$ cat config.mk
export PLATFORM = sky130hd
export DESIGN_NAME = vending_machine
export DESIGN_NICKNAME = d
export VERILOG_FILES = /design/src/vend_pkg.sv /design/src/coin_accumulator.sv /design/src/keypad_decoder.sv /design/src/vend_controller.sv /design/src/change_dispenser.sv /design/src/vending_machine.sv
export SDC_FILE = /design/constraint.sdc
export NUM_CORES = 1
export LEC_CHECK = 0
export BUFFER_PORTS_ARGS = -buffer_cell sky130_fd_sc_hd__buf_2
export CAP_MARGIN = 10
export CORE_UTILIZATION = 50
export CTS_CLUSTER_DIAMETER = 50
export DETAILED_ROUTE_END_ITERATION = 7
export PLACE_DENSITY = 0.8
export SLEW_MARGIN = 20
export SYNTH_ARGS = -nofsm -noshare
export SYNTH_HDL_FRONTEND = slang
export SYNTH_SLANG_ARGS = --single-unit
$ cat constraint.sdc
create_clock -name clock -period 5.2 [get_ports clock]
set_clock_uncertainty 0.05 [all_clocks]
set_input_delay 0 -clock clock [delete_from_list [all_inputs] [get_ports clock]]
set_output_delay 0 -clock clock [all_outputs]
set_load 0.005 [all_outputs]
$ cat src/vend_pkg.sv
/*
 * Shared definitions for the vending machine controller.
 * Holds the money and coin widths, the coin and price tables, the bundled
 * keypad and request types and the controller state encoding.
 * Design files refer to everything here by scoped name.
 */
`default_nettype none

package vend_pkg;

    //////////////////////////////////////////////////////////////////////
    // Widths and sizes
    //////////////////////////////////////////////////////////////////////

    localparam int CENTS_W   = 10;                 // Every money value
    localparam int COIN_W    = 3;                  // Coin code, 0 is no coin
    localparam int ITEM_W    = 5;                  // Item code, 0 is no item
    localparam int NUM_ROWS  = 4;                  // Rows A to D
    localparam int NUM_COLS  = 5;
    localparam int NUM_COINS = 6;
    localparam int ROW_IDX_W = $clog2(NUM_ROWS);
    localparam int COL_IDX_W = $clog2(NUM_COLS);

    //////////////////////////////////////////////////////////////////////
    // Tables
    //////////////////////////////////////////////////////////////////////

    // Cents per coin code, kept in ascending order for the greedy change pick
    localparam logic [CENTS_W-1:0] COIN_VALUE [1:NUM_COINS] = '{
        10'd1, 10'd5, 10'd10, 10'd25, 10'd50, 10'd100
    };

    localparam logic [CENTS_W-1:0] ROW_PRICE [0:NUM_ROWS-1] = '{
        10'd100, 10'd125, 10'd150, 10'd175
    };

    //////////////////////////////////////////////////////////////////////
    // Types
    //////////////////////////////////////////////////////////////////////

    typedef struct packed {
        logic [NUM_ROWS-1:0] row;                  // Bit 0 is row A
        logic [NUM_COLS-1:0] col;                  // Bit 0 is column 1
    } keypad_t;

    typedef struct packed {
        logic               valid;
        logic [ITEM_W-1:0]  item;
        logic [CENTS_W-1:0] price;
    } vend_request_t;

    typedef enum logic [1:0] {
        COLLECTING = 2'd0,
        VENDING    = 2'd1,
        RETURNING  = 2'd2
    } vend_state_t;

endpackage

`default_nettype wire

$ cat src/coin_accumulator.sv
/*
 * Credit register of the vending machine.
 * Each coin code offered while coin_enable is high adds its value at the
 * next clock edge. The sum saturates at full scale, and credit_clear
 * empties the register ahead of any coin in the same cycle.
 */
`timescale 1ns/1ps
`default_nettype none

module coin_accumulator (
    input  wire                            clock,
    input  wire                            reset,
    input  wire  [vend_pkg::COIN_W-1:0]    coin,
    input  wire                            coin_enable,
    input  wire                            credit_clear,
    output logic [vend_pkg::CENTS_W-1:0]   credit
);

    logic [vend_pkg::CENTS_W-1:0] coin_value;
    logic [vend_pkg::CENTS_W:0]   sum;         // One extra bit for overflow

    always_comb begin
        coin_value = '0;                        // Codes 0 and 7 add nothing
        for (int i = 1; i <= vend_pkg::NUM_COINS; i++) begin
            if (coin == i[vend_pkg::COIN_W-1:0]) begin
                coin_value = vend_pkg::COIN_VALUE[i];
            end
        end
    end

    assign sum = {1'b0, credit} + {1'b0, coin_value};

    always_ff @(posedge clock or posedge reset) begin
        if (reset) begin
            credit <= '0;
        end else if (credit_clear) begin
            credit <= '0;
        end else if (coin_enable) begin
            if (sum[vend_pkg::CENTS_W]) begin
                credit <= '1;                   // Saturate
            end else begin
                credit <= sum[vend_pkg::CENTS_W-1:0];
            end
        end
    end

endmodule

`default_nettype wire

$ cat src/keypad_decoder.sv
/*
 * Combinational keypad decoder.
 * A request is valid only when exactly one row button and one column
 * button are down. The item code is row * 5 + column + 1 with row A and
 * column 1 counted as zero, and the price comes from the row's tier.
 */
`timescale 1ns/1ps
`default_nettype none

module keypad_decoder (
    input  wire  vend_pkg::keypad_t        keypad,
    output vend_pkg::vend_request_t        request
);

    logic [vend_pkg::ROW_IDX_W-1:0] row_idx;
    logic [vend_pkg::COL_IDX_W-1:0] col_idx;
    logic                           valid;
    int unsigned                    item_num;

    // Position of the pressed buttons, only meaningful when one-hot
    always_comb begin
        row_idx = '0;
        col_idx = '0;
        for (int r = 0; r < vend_pkg::NUM_ROWS; r++) begin
            if (keypad.row[r]) begin
                row_idx = r[vend_pkg::ROW_IDX_W-1:0];
            end
        end
        for (int c = 0; c < vend_pkg::NUM_COLS; c++) begin
            if (keypad.col[c]) begin
                col_idx = c[vend_pkg::COL_IDX_W-1:0];
            end
        end
    end

    assign valid    = $onehot(keypad.row) && $onehot(keypad.col);
    assign item_num = int'(row_idx) * vend_pkg::NUM_COLS + int'(col_idx) + 1;

    always_comb begin
        request = '0;
        if (valid) begin
            request.valid = 1'b1;
            request.item  = item_num[vend_pkg::ITEM_W-1:0];
            request.price = vend_pkg::ROW_PRICE[row_idx];
        end
    end

endmodule

`default_nettype wire

$ cat src/vend_controller.sv
/*
 * Vending machine FSM.
 * COLLECTING takes coins and accepts a keypad request the credit covers.
 * VENDING holds the item code until the pressure sensor reports the drop.
 * RETURNING clears the credit, hands credit minus price to the change
 * dispenser and waits for it to finish.
 */
`timescale 1ns/1ps
`default_nettype none

module vend_controller (
    input  wire                              clock,
    input  wire                              reset,
    input  wire  vend_pkg::vend_request_t    request,
    input  wire  [vend_pkg::CENTS_W-1:0]     credit,
    input  wire                              food_dispensed,
    input  wire                              change_done,
    output logic                             coin_enable,
    output logic                             credit_clear,
    output logic                             change_load,
    output logic [vend_pkg::CENTS_W-1:0]     change_amount,
    output logic [vend_pkg::ITEM_W-1:0]      food_selection
);

    vend_pkg::vend_state_t        state;
    logic [vend_pkg::CENTS_W-1:0] price;
    logic                         accept;
    logic                         dispensed;

    //////////////////////////////////////////////////////////////////////
    // Decisions
    //////////////////////////////////////////////////////////////////////

    // The only credit check in the design
    assign accept = (state == vend_pkg::COLLECTING) && request.valid
                    && (request.price <= credit);

    assign dispensed   = (state == vend_pkg::VENDING) && food_dispensed;
    assign coin_enable = (state == vend_pkg::COLLECTING);

    //////////////////////////////////////////////////////////////////////
    // State and strobes
    //////////////////////////////////////////////////////////////////////

    always_ff @(posedge clock or posedge reset) begin
        if (reset) begin
            state          <= vend_pkg::COLLECTING;
            food_selection <= '0;
            credit_clear   <= 1'b0;
            change_load    <= 1'b0;
        end else begin
            credit_clear <= dispensed;          // One-cycle pulses
            change_load  <= dispensed;
            case (state)
                vend_pkg::COLLECTING: begin
                    if (accept) begin
                        state          <= vend_pkg::VENDING;
                        food_selection <= request.item;
                    end
                end
                vend_pkg::VENDING: begin
                    if (food_dispensed) begin
                        state          <= vend_pkg::RETURNING;
                        food_selection <= '0;
                    end
                end
                vend_pkg::RETURNING: begin
                    if (change_done) begin
                        state <= vend_pkg::COLLECTING;
                    end
                end
                default: begin
                    state <= vend_pkg::COLLECTING;
                end
            endcase
        end
    end

    // Credit is frozen during VENDING, so it already holds any coin
    // that landed on the accepting edge
    always_ff @(posedge clock) begin
        if (accept) begin
            price <= request.price;
        end
        if (dispensed) begin
            change_amount <= credit - price;
        end
    end

endmodule

`default_nettype wire

$ cat src/change_dispenser.sv
/*
 * Change payout, one coin code per cycle, largest coin first.
 * The first coin shows in the cycle after change_load and the rest follow
 * without gaps. change_done pulses for one cycle after the last coin, or
 * right after the load when there is no change.
 */
`timescale 1ns/1ps
`default_nettype none

module change_dispenser (
    input  wire                            clock,
    input  wire                            reset,
    input  wire                            change_load,
    input  wire  [vend_pkg::CENTS_W-1:0]   change_amount,
    output logic [vend_pkg::COIN_W-1:0]    coin_return,
    output logic                           change_done
);

    logic                         busy;
    logic                         active;
    logic [vend_pkg::CENTS_W-1:0] remainder;
    logic [vend_pkg::CENTS_W-1:0] source;
    logic [vend_pkg::CENTS_W-1:0] pick_value;
    logic [vend_pkg::COIN_W-1:0]  pick_code;

    assign active = change_load || busy;
    assign source = change_load ? change_amount : remainder;   // Load pays at once

    // Table is ascending, so the last fit is the largest
    always_comb begin
        pick_code  = '0;
        pick_value = '0;
        for (int i = 1; i <= vend_pkg::NUM_COINS; i++) begin
            if (vend_pkg::COIN_VALUE[i] <= source) begin
                pick_code  = i[vend_pkg::COIN_W-1:0];
                pick_value = vend_pkg::COIN_VALUE[i];
            end
        end
    end

    always_ff @(posedge clock or posedge reset) begin
        if (reset) begin
            busy        <= 1'b0;
            coin_return <= '0;
            change_done <= 1'b0;
        end else if (active && source != '0) begin
            busy        <= 1'b1;
            coin_return <= pick_code;
            change_done <= 1'b0;
        end else begin
            busy        <= 1'b0;
            coin_return <= '0;
            change_done <= active;              // Nothing left to pay
        end
    end

    always_ff @(posedge clock) begin
        if (active) begin
            remainder <= source - pick_value;
        end
    end

endmodule

`default_nettype wire

$ cat src/vending_machine.sv
/*
 * Top level of the vending machine controller.
 * Connects the coin accumulator, keypad decoder, FSM and change
 * dispenser. credit drives the binary display, food_selection the
 * dispense motor and coin_return the coin hopper.
 */
`timescale 1ns/1ps
`default_nettype none

module vending_machine (
    input  wire                            clock,
    input  wire                            reset,
    input  wire  [vend_pkg::COIN_W-1:0]    coin,
    input  wire  vend_pkg::keypad_t        keypad,
    input  wire                            food_dispensed,
    output logic [vend_pkg::CENTS_W-1:0]   credit,
    output logic [vend_pkg::ITEM_W-1:0]    food_selection,
    output logic [vend_pkg::COIN_W-1:0]    coin_return
);

    vend_pkg::vend_request_t      request;
    logic                         coin_enable;
    logic                         credit_clear;
    logic                         change_load;
    logic                         change_done;
    logic [vend_pkg::CENTS_W-1:0] change_amount;

    coin_accumulator u_accumulator (
        .clock        (clock),
        .reset        (reset),
        .coin         (coin),
        .coin_enable  (coin_enable),
        .credit_clear (credit_clear),
        .credit       (credit)
    );

    keypad_decoder u_decoder (
        .keypad  (keypad),
        .request (request)
    );

    vend_controller u_controller (
        .clock          (clock),
        .reset          (reset),
        .request        (request),
        .credit         (credit),
        .food_dispensed (food_dispensed),
        .change_done    (change_done),
        .coin_enable    (coin_enable),
        .credit_clear   (credit_clear),
        .change_load    (change_load),
        .change_amount  (change_amount),
        .food_selection (food_selection)
    );

    change_dispenser u_dispenser (
        .clock         (clock),
        .reset         (reset),
        .change_load   (change_load),
        .change_amount (change_amount),
        .coin_return   (coin_return),
        .change_done   (change_done)
    );

endmodule

`default_nettype wire

==> out/results.ini, run 1 <==
[outcome]
status = finished, final reports clean

[routing]
first_pass_iters = 4
routedWlPerCell_um = 15.0
num_vias = 3140
ant_nets = 0
drcViolationCount = 0
drt_wl_total_um = 8230
drt_iter0_drc = 104
via_per_inst = 5.72

[floorplan]
die_area_um2 = 8140
rows = 31
fp.dieW_um = 90.2
core-area_um2 = 7370
initial_core_util_pct = 52.8
die_y_um = 90.2
io_pins = 33

[worst_setup_path]
r2r-start = u_controller.credit_clear
arrival_ps = 4460
worst-path-max-fanout = 23
end_kind = flip-flop
critPathLaunchType = flip-flop
crit_path_end = u_dispenser.remainder[8]
cp-startpoint = u_controller.credit_clear
required_ps = 5220
reg2reg_slack_ps = 760
path_class = reg -> reg
ff2ff_path_depth = 12
r2r-end = u_dispenser.remainder[8]

[synth]
synth_top_area_share_pct = 20.1
syn_nets = 479
synthTopCellsByCount = inv_1, ha_1, nor2_1
synthArstFlopShare_pct = 46.9
synth_area_per_cell_um2 = 9.42
ys_types = 58
yosysTopAreaCell = edfxtp_1
yosys_warnings = 0
synth_edf_count = 26
yosysSeqAreaShare_pct = 34.9
synth-seq-cells = 49
synth.area.top_cells = edfxtp_1, dfrtp_1, ha_1, inv_1, fa_1
synthCells = 413
netlist_area_um2 = 3890
synth.most_common_cell = inv_1
synth_ff_type = edfxtp_1

[cts]
cts-root-buf = clkbuf_8
numCtsBuffers = 5
clk_latency_ps = 300
clk_path_buf_depth = 2
cts_setup_buffers = 0
cts_tree = yes
cts-htree-levels = 2
clk_pin_slew_ps = 100
clock-sinks = 49

[finish]
stdcell_area_um2 = 4310
antennaDiodeCount = 0
nets = 515
layout-drive-gt1-share_pct = 14.4
area_growth_pct = 10.8

[pwr]
total_power_mw = 1.59
leakagePower_nw = 1.97
pwr_density_cell_nw_per_um2 = 369
irDropWorstVdd_v = 0.000223

[timing]
rsz0062_at_grt = no
finalSetupViolations = 0
period_minus_slack_ps = 4440
min_period_over_period_pct = 85.3
drv_slew = 0
relSlewSlack_pct = 36.8
fin_setup_tns_ps = 0
hold_viol = 0
worst_pin_slew_ps = 947
fmax_mhz = 225

[global_route]
grt_pass1_wl_um = 13800
use_met1_pct = 26.5
first_global_vias = 3032
track_usage_pct = 21.2
grt_use_met2_pct = 37.0
busiest_layer = met2
gr-total-overflow = 0
grt_start_max_net_pins = 24
antenna_found_initial = 0
grt_util_met3_pct = 4.31

[place]
gp_congestion = 0.912
placed_area_um2 = 4160
dp.final_hpwl_um = 6420
port_buffers = 32

[min_path]
hold_class = in -> reg

[flow_run]
maxCapViolCount = 0

[where the power goes]
| group | total, mW | switching [mW] | leakage, nW | internal [mW] |
|---|---|---|---|---|
| Sequential | 0.572 | 0.0827 | 0.523 | 0.490 |
| Combinational | 0.707 | 0.389 | 1.38 | 0.317 |
| Clock | 0.312 | 0.138 | 0.0669 | 0.174 |
[stage by stage]
stage	hold WS [ps]	worst slack, ps	std cells	util (%)
3_5_place_dp	221	847	539	56.4
2_1_floorplan	-48.1	1700	413	-
5_1_grt	141	563	549	58.5
4_1_cts	105	820	549	58.5
3_3_place_gp	196	1010	539	56.4
6_report	111	763	549	58.5
[cells in the final DEF (no fill, tap or decap), drive strengths merged, types with 3 or more instances in the layout]
master / netlist / final
a211oi: 5 / 5
a21boi: 4 / 4
a21o: 5 / 5
a21oi: 23 / 23
a221oi: 6 / 6
and3: 4 / 4
buf: 3 / 34
clkbuf: 4 / 6
dfrtp: 23 / 23
edfxtp: 26 / 26
fa: 7 / 7
ha: 44 / 44
inv: 53 / 54
mux2: 5 / 5
mux2i: 12 / 12
nand2: 27 / 27
nand2b: 3 / 3
nand3: 9 / 9
nor2: 31 / 31
nor2b: 14 / 14
nor3: 9 / 9
nor4: 3 / 3
o211ai: 3 / 3
o21a: 8 / 8
o21ai: 22 / 22
o311ai: 3 / 3
or2: 9 / 9
or4: 4 / 4
xnor2: 10 / 10
xor2: 5 / 5
[routing by layer]
layer / vias to the layer above / wire length (um)
met4: 0 / 167
met5: - / 0
met1: 1490 / 3620
li1: 1545 / -
met2: 85 / 4040
met3: 20 / 401
[sequential cells by signal, indices dropped and copies added (netlist names), 2 cells and up]
register                     cells
u_controller.price               6
u_accumulator.credit            10
u_controller.state               2
u_dispenser.remainder           10
u_controller.food_selection      5
u_dispenser.coin_return          3
u_controller.change_amount      10
[how the worst min path moves through the flow]
stage                                                end  depth (start not counted)  startpoint  slack (ps)
after global routing               u_controller.price[5]                          3   keypad[7]         140
after global placement    u_controller.food_selection[2]                          2       reset         200
after detailed placement           u_controller.state[1]                          2       reset         220
final                              u_controller.price[5]                          3   keypad[7]         110
after CTS                          u_controller.price[5]                          3   keypad[7]         110
after floorplan                  u_accumulator.credit[0]                          1       reset         -50
[critical path: stages (launching register included)]
cell and delay, ps:
dfrtp_1 870, buf_4 360, mux2_4 340, a211o_1 350, or3_4 430, and3_1 180
ha_1 220, fa_1 430, nor2b_1 130, o21ai_0 100, a21boi_0 410, o21ai_0 160
o211a_1 150
[logic make-up (layout without fill, tap and decap cells)]
kind of cell,after synthesis,count (layout),synth area share (%)
compound gates,96,96,16.8
xor+xnor,15,15,3.38
fa+ha+maj,51,51,17.8
buf+inv,60,97,5.89
flops,49,49,34.9
mux,17,17,4.63
simple gates,125,125,16.7
[final cells by class]
type	count	area, um^2
tap	99	124
clock buffer	6	93.8
fill	635	3060
timing repair buffer	36	195
sequential	49	1360
inverter	53	199
multi-input combinational	304	2300
clock inverter	2	38.8
[what timing repair did]
item | CTS | global route
resized for setup | 0 | 0
hold buffers | 2 | 0
hold endpoints to repair | 24 | 0
Note: power is estimated with default switching activity, not from simulation.
==> inputs of run 2 (changes only) <==
- PLACE_DENSITY: 0.8 -> 0.82
- SETUP_SLACK_MARGIN: default -> 0.4
- clock period: 5.2 -> 4 ns (I/O delays scaled with it)
==> out/results.ini, run 2 (synthesis results as in run 1) <==
[finish]
final_core_util_pct = 59.5
nets = 522
largestRegisters = u_accumulator.credit x10, u_controller.change_amount x10, u_dispenser.remainder x10
stdcell_area_um2 = 4390
final_cells = 556
layout-drive-gt1-share_pct = 17.9
layout_common_cells = inv_1, ha_1, buf_2, nor2_1
layout_commonest_cell = inv_1
area_growth_pct = 12.8
antennaDiodeCount = 0

[worst_setup_path]
slowest_delay_ps = 550
crit_slowest_cell = or4_4
crit_chain = or4_4 -> a211o_4 -> or3_4 -> and3_1 -> ha_2 -> fa_2 -> nor2b_1 -> o21ai_1 -> a21boi_2 -> o21ai_0 -> o211a_1
crit_cells = 11
cp_top_family = simple AND/OR/NAND/NOR gates
reg2reg_slack_ps = 530
arrival_ps = 3480
r2r-end = u_dispenser.remainder[8]
path_class = reg -> reg
ff2ff_path_depth = 11
crit_buf_inv = 0
required_ps = 4010
critPathLaunchType = flip-flop
worst-path-max-fanout = 5
r2r-start = u_controller.credit_clear
end_kind = flip-flop

[min_path]
hold_start = keypad[7]
holdPathStages = 3
hold_class = in -> reg
whs_endpoint = u_controller.price[5]

[global_route]
track_usage_pct = 21.2
grt_pass1_wl_um = 14100
grt_start_max_net_pins = 24
antenna_found_initial = 0
gr-total-overflow = 0
first_global_vias = 3135

[routing]
ant_nets = 0
first_pass_iters = 4
drt_iter0_drc = 108
via_per_inst = 5.68
drcViolationCount = 0
routedWlPerCell_um = 14.8
drt_wl_total_um = 8210
num_vias = 3158

[cts]
clk_pin_slew_ps = 90
cts_tree = yes
numCtsBuffers = 5
cts-htree-levels = 2
clk_latency_ps = 310
cts-root-buf = clkbuf_8
clock-sinks = 49
clk_path_buf_depth = 2

[pwr]
leakagePower_nw = 2.00
total_power_mw = 2.04
irDropWorstVdd_v = 0.000349
pwr_density_cell_nw_per_um2 = 465

[timing]
min_period_over_period_pct = 86.8
relSlewSlack_pct = 39.1
rsz0062_at_grt = yes
worst_pin_slew_ps = 908
whs_ps = 142
finalSetupViolations = 0
period_minus_slack_ps = 3470
hold_viol = 0
drv_slew = 0
fmax_mhz = 288
fin_ws_ps = 528
fin_setup_tns_ps = 0

[floorplan]
rows = 31
die_area_um2 = 8140
fp.dieW_um = 90.2
die_y_um = 90.2
io_pins = 33
core-area_um2 = 7370
initial_core_util_pct = 52.8

[place]
dp_slack_ps = 144
port_buffers = 32
dp.cells = 541
placed_area_um2 = 4170
gp_congestion = 0.883
dp.final_hpwl_um = 6470

[outcome]
status = finished, final reports clean

[flow_run]
maxCapViolCount = 0

## run 2: tightest hold or removal path, stage by stage
cell and delay [ps]:
buf_2 100, ha_1 160, nor2_1 70
## run 2: how the worst max path moves through the flow
stage	startpoint	endpoint	slack, ps
finish	u_controller.credit_clear	u_dispenser.remainder[8]	530
CTS	u_controller.credit_clear	u_dispenser.remainder[8]	430
floorplan	keypad[7]	u_controller.price[1]	500
global route	u_controller.credit_clear	u_dispenser.remainder[8]	360
detailed placement	u_controller.credit_clear	u_dispenser.remainder[8]	140
global placement	u_controller.credit_clear	u_dispenser.remainder[8]	250
## run 2: metal layers
metal  up-vias  wire length [um]  global-route usage (%)
li1       1566                 -                       -
met1      1494              3550                    25.4
met2        84              4170                    38.6
met3        14               371                    3.55
met4         0               123                    6.18
met5         -                 0                       0
## run 2: where the power goes
part / total, mW / switching, mW / internal (mW) / leakage (nW)
clock network: 0.364 / 0.177 / 0.187 / 0.0543
logic: 0.928 / 0.513 / 0.415 / 1.42
registers: 0.746 / 0.110 / 0.637 / 0.521
## run 2: layout make-up
class / instances / area, um^2
Clock buffer: 5 / 68.8
Multi-Input combinational cell: 304 / 2340
Clock inverter: 3 / 46.3
Sequential cell: 49 / 1360
Timing Repair Buffer: 43 / 248
Tap cell: 99 / 124
Fill cell: 649 / 2980
Inverter: 53 / 199
## run 2: repair_timing
item | 4_1_cts | 5_1_grt
hold buffers | 2 | 0
cloned | 0 | 0
pin swaps | 2 | 3
endpoints found under the setup margin | 4 | 5
hold endpoints to repair | 24 | 0
setup buffers | 3 | 2
resized for setup | 5 | 7
==> inputs of run 3 (changes only) <==
- CORE_MARGIN: default -> 3
==> out/results.ini, run 3 (synthesis results as in run 1) <==
[worst_setup_path]
worst-path-max-fanout = 27
r2r-start = u_controller.credit_clear
r2r-end = u_dispenser.remainder[8]
required_ps = 4020
end_kind = flip-flop
crit_path_end = u_dispenser.remainder[8]
arrival_ps = 3540
critPathLaunchType = flip-flop
ff2ff_path_depth = 13
cp-startpoint = u_controller.credit_clear
reg2reg_slack_ps = 480
path_class = reg -> reg

[place]
dp.final_hpwl_um = 6480
placed_area_um2 = 4180
gp_congestion = 0.861
port_buffers = 32
dp_slack_ps = 47.6

[finish]
largestRegisters = u_accumulator.credit x10, u_controller.change_amount x10, u_dispenser.remainder x10
layout_common_cells = inv_1, ha_1, buf_2, nor2_1
antennaDiodeCount = 0
final_core_util_pct = 59.6
layout-drive-gt1-share_pct = 18.5
area_growth_pct = 13.5
layout_commonest_cell = inv_1
nets = 524
stdcell_area_um2 = 4410

[flow_run]
maxCapViolCount = 0

[pwr]
total_power_mw = 1.97
irDropWorstVdd_v = 0.000307
pwr_density_cell_nw_per_um2 = 447
leakagePower_nw = 2.01

[cts]
clock-sinks = 49
cts_tree = yes
clk_latency_ps = 310
cts-root-buf = clkbuf_8
clk_pin_slew_ps = 100
numCtsBuffers = 5
clk_path_buf_depth = 2
cts-htree-levels = 2

[routing]
routedWlPerCell_um = 15.1
drt_iter0_drc = 104
num_vias = 3154
ant_nets = 0
drcViolationCount = 0
drt_wl_total_um = 8450
first_pass_iters = 4
via_per_inst = 5.65

[outcome]
status = finished, final reports clean

[floorplan]
initial_core_util_pct = 52.5
fp.dieW_um = 94.2
rows = 31
die_area_um2 = 8870
io_pins = 33
core-area_um2 = 7410
die_y_um = 94.2

[global_route]
grt_pass1_wl_um = 14000
first_global_vias = 3069
gr-total-overflow = 0
antenna_found_initial = 0
grt_start_max_net_pins = 28
track_usage_pct = 20.0

[timing]
hold_viol = 0
fin_setup_tns_ps = 0
relSlewSlack_pct = 36.4
worst_pin_slew_ps = 954
period_minus_slack_ps = 3520
rsz0062_at_grt = no
finalSetupViolations = 0
drv_slew = 0
fin_ws_ps = 477
fmax_mhz = 284
min_period_over_period_pct = 88.1

[min_path]
hold_class = in -> reg

==> run 3: cell types whose count changed in the layout (fill, tap and decap cells not counted), sizes merged <==
cell / change
clkinvlp: -1
bufinv: -1
buf: +2
inv: +2
==> run 3: worst max-delay path, cell delays in order, from the launching register on <==
cell and delay, ps:
dfrtp_2 420, buf_12 180, mux2i_1 310, o21ai_0 180, a211oi_2 350, a21boi_2 290
and3_4 210, ha_2 200, fa_2 230, nor2b_2 50, o21ai_2 150, a21boi_2 100
o31a_1 320, o211a_1 230
==> run 3: worst min-delay path by stage <==
stage / startpoint / endpoint / cells past startpoint
floorplan: reset / u_accumulator.credit[0] / 1
global route: keypad[7] / u_controller.price[5] / 3
global placement: reset / u_dispenser.change_done / 2
detailed placement: reset / u_dispenser.change_done / 2
CTS: keypad[7] / u_controller.price[5] / 3
finish: keypad[7] / u_controller.price[5] / 3
==> run 3: routing by layer <==
layer / vias to the layer above / track usage [%] / wire [um]
met3: 21 / 3.29 / 462
li1: 1559 / - / -
met2: 98 / 34.9 / 4270
met1: 1476 / 24.8 / 3490
met5: - / 0 / 0
met4: 0 / 6.86 / 229
==> run 3: per-stage QoR <==
stage / hold WS, ps / std cells
floorplan: -48.1 / 413
global placement: 205 / 540
detailed placement: 217 / 540
CTS: 106 / 553
global route: 128 / 558
finish: 114 / 558
==> run 3: power by group <==
part / internal, mW / switching [mW]
combinational: 0.418 / 0.510
sequential: 0.637 / 0.102
clock: 0.125 / 0.181
total: 1.18 / 0.792
==> run 3: area by class of cell <==
| class | instances | area, um^2 |
|---|---|---|
| Sequential cell | 49 | 1360 |
| Inverter | 53 | 199 |
| Multi-Input combinational cell | 304 | 2360 |
| Fill cell | 620 | 2990 |
| Clock buffer | 5 | 68.8 |
| Tap cell | 99 | 124 |
| Timing Repair Buffer | 45 | 279 |
| Clock inverter | 3 | 21.3 |
==> run 3: repair_timing <==
item,in CTS,in global routing
setup buffers,3,5
endpoints found under the setup margin,5,5
endpoints found under the hold margin,24,0
resized for setup,5,13
pin swaps,2,9
hold buffers,2,0
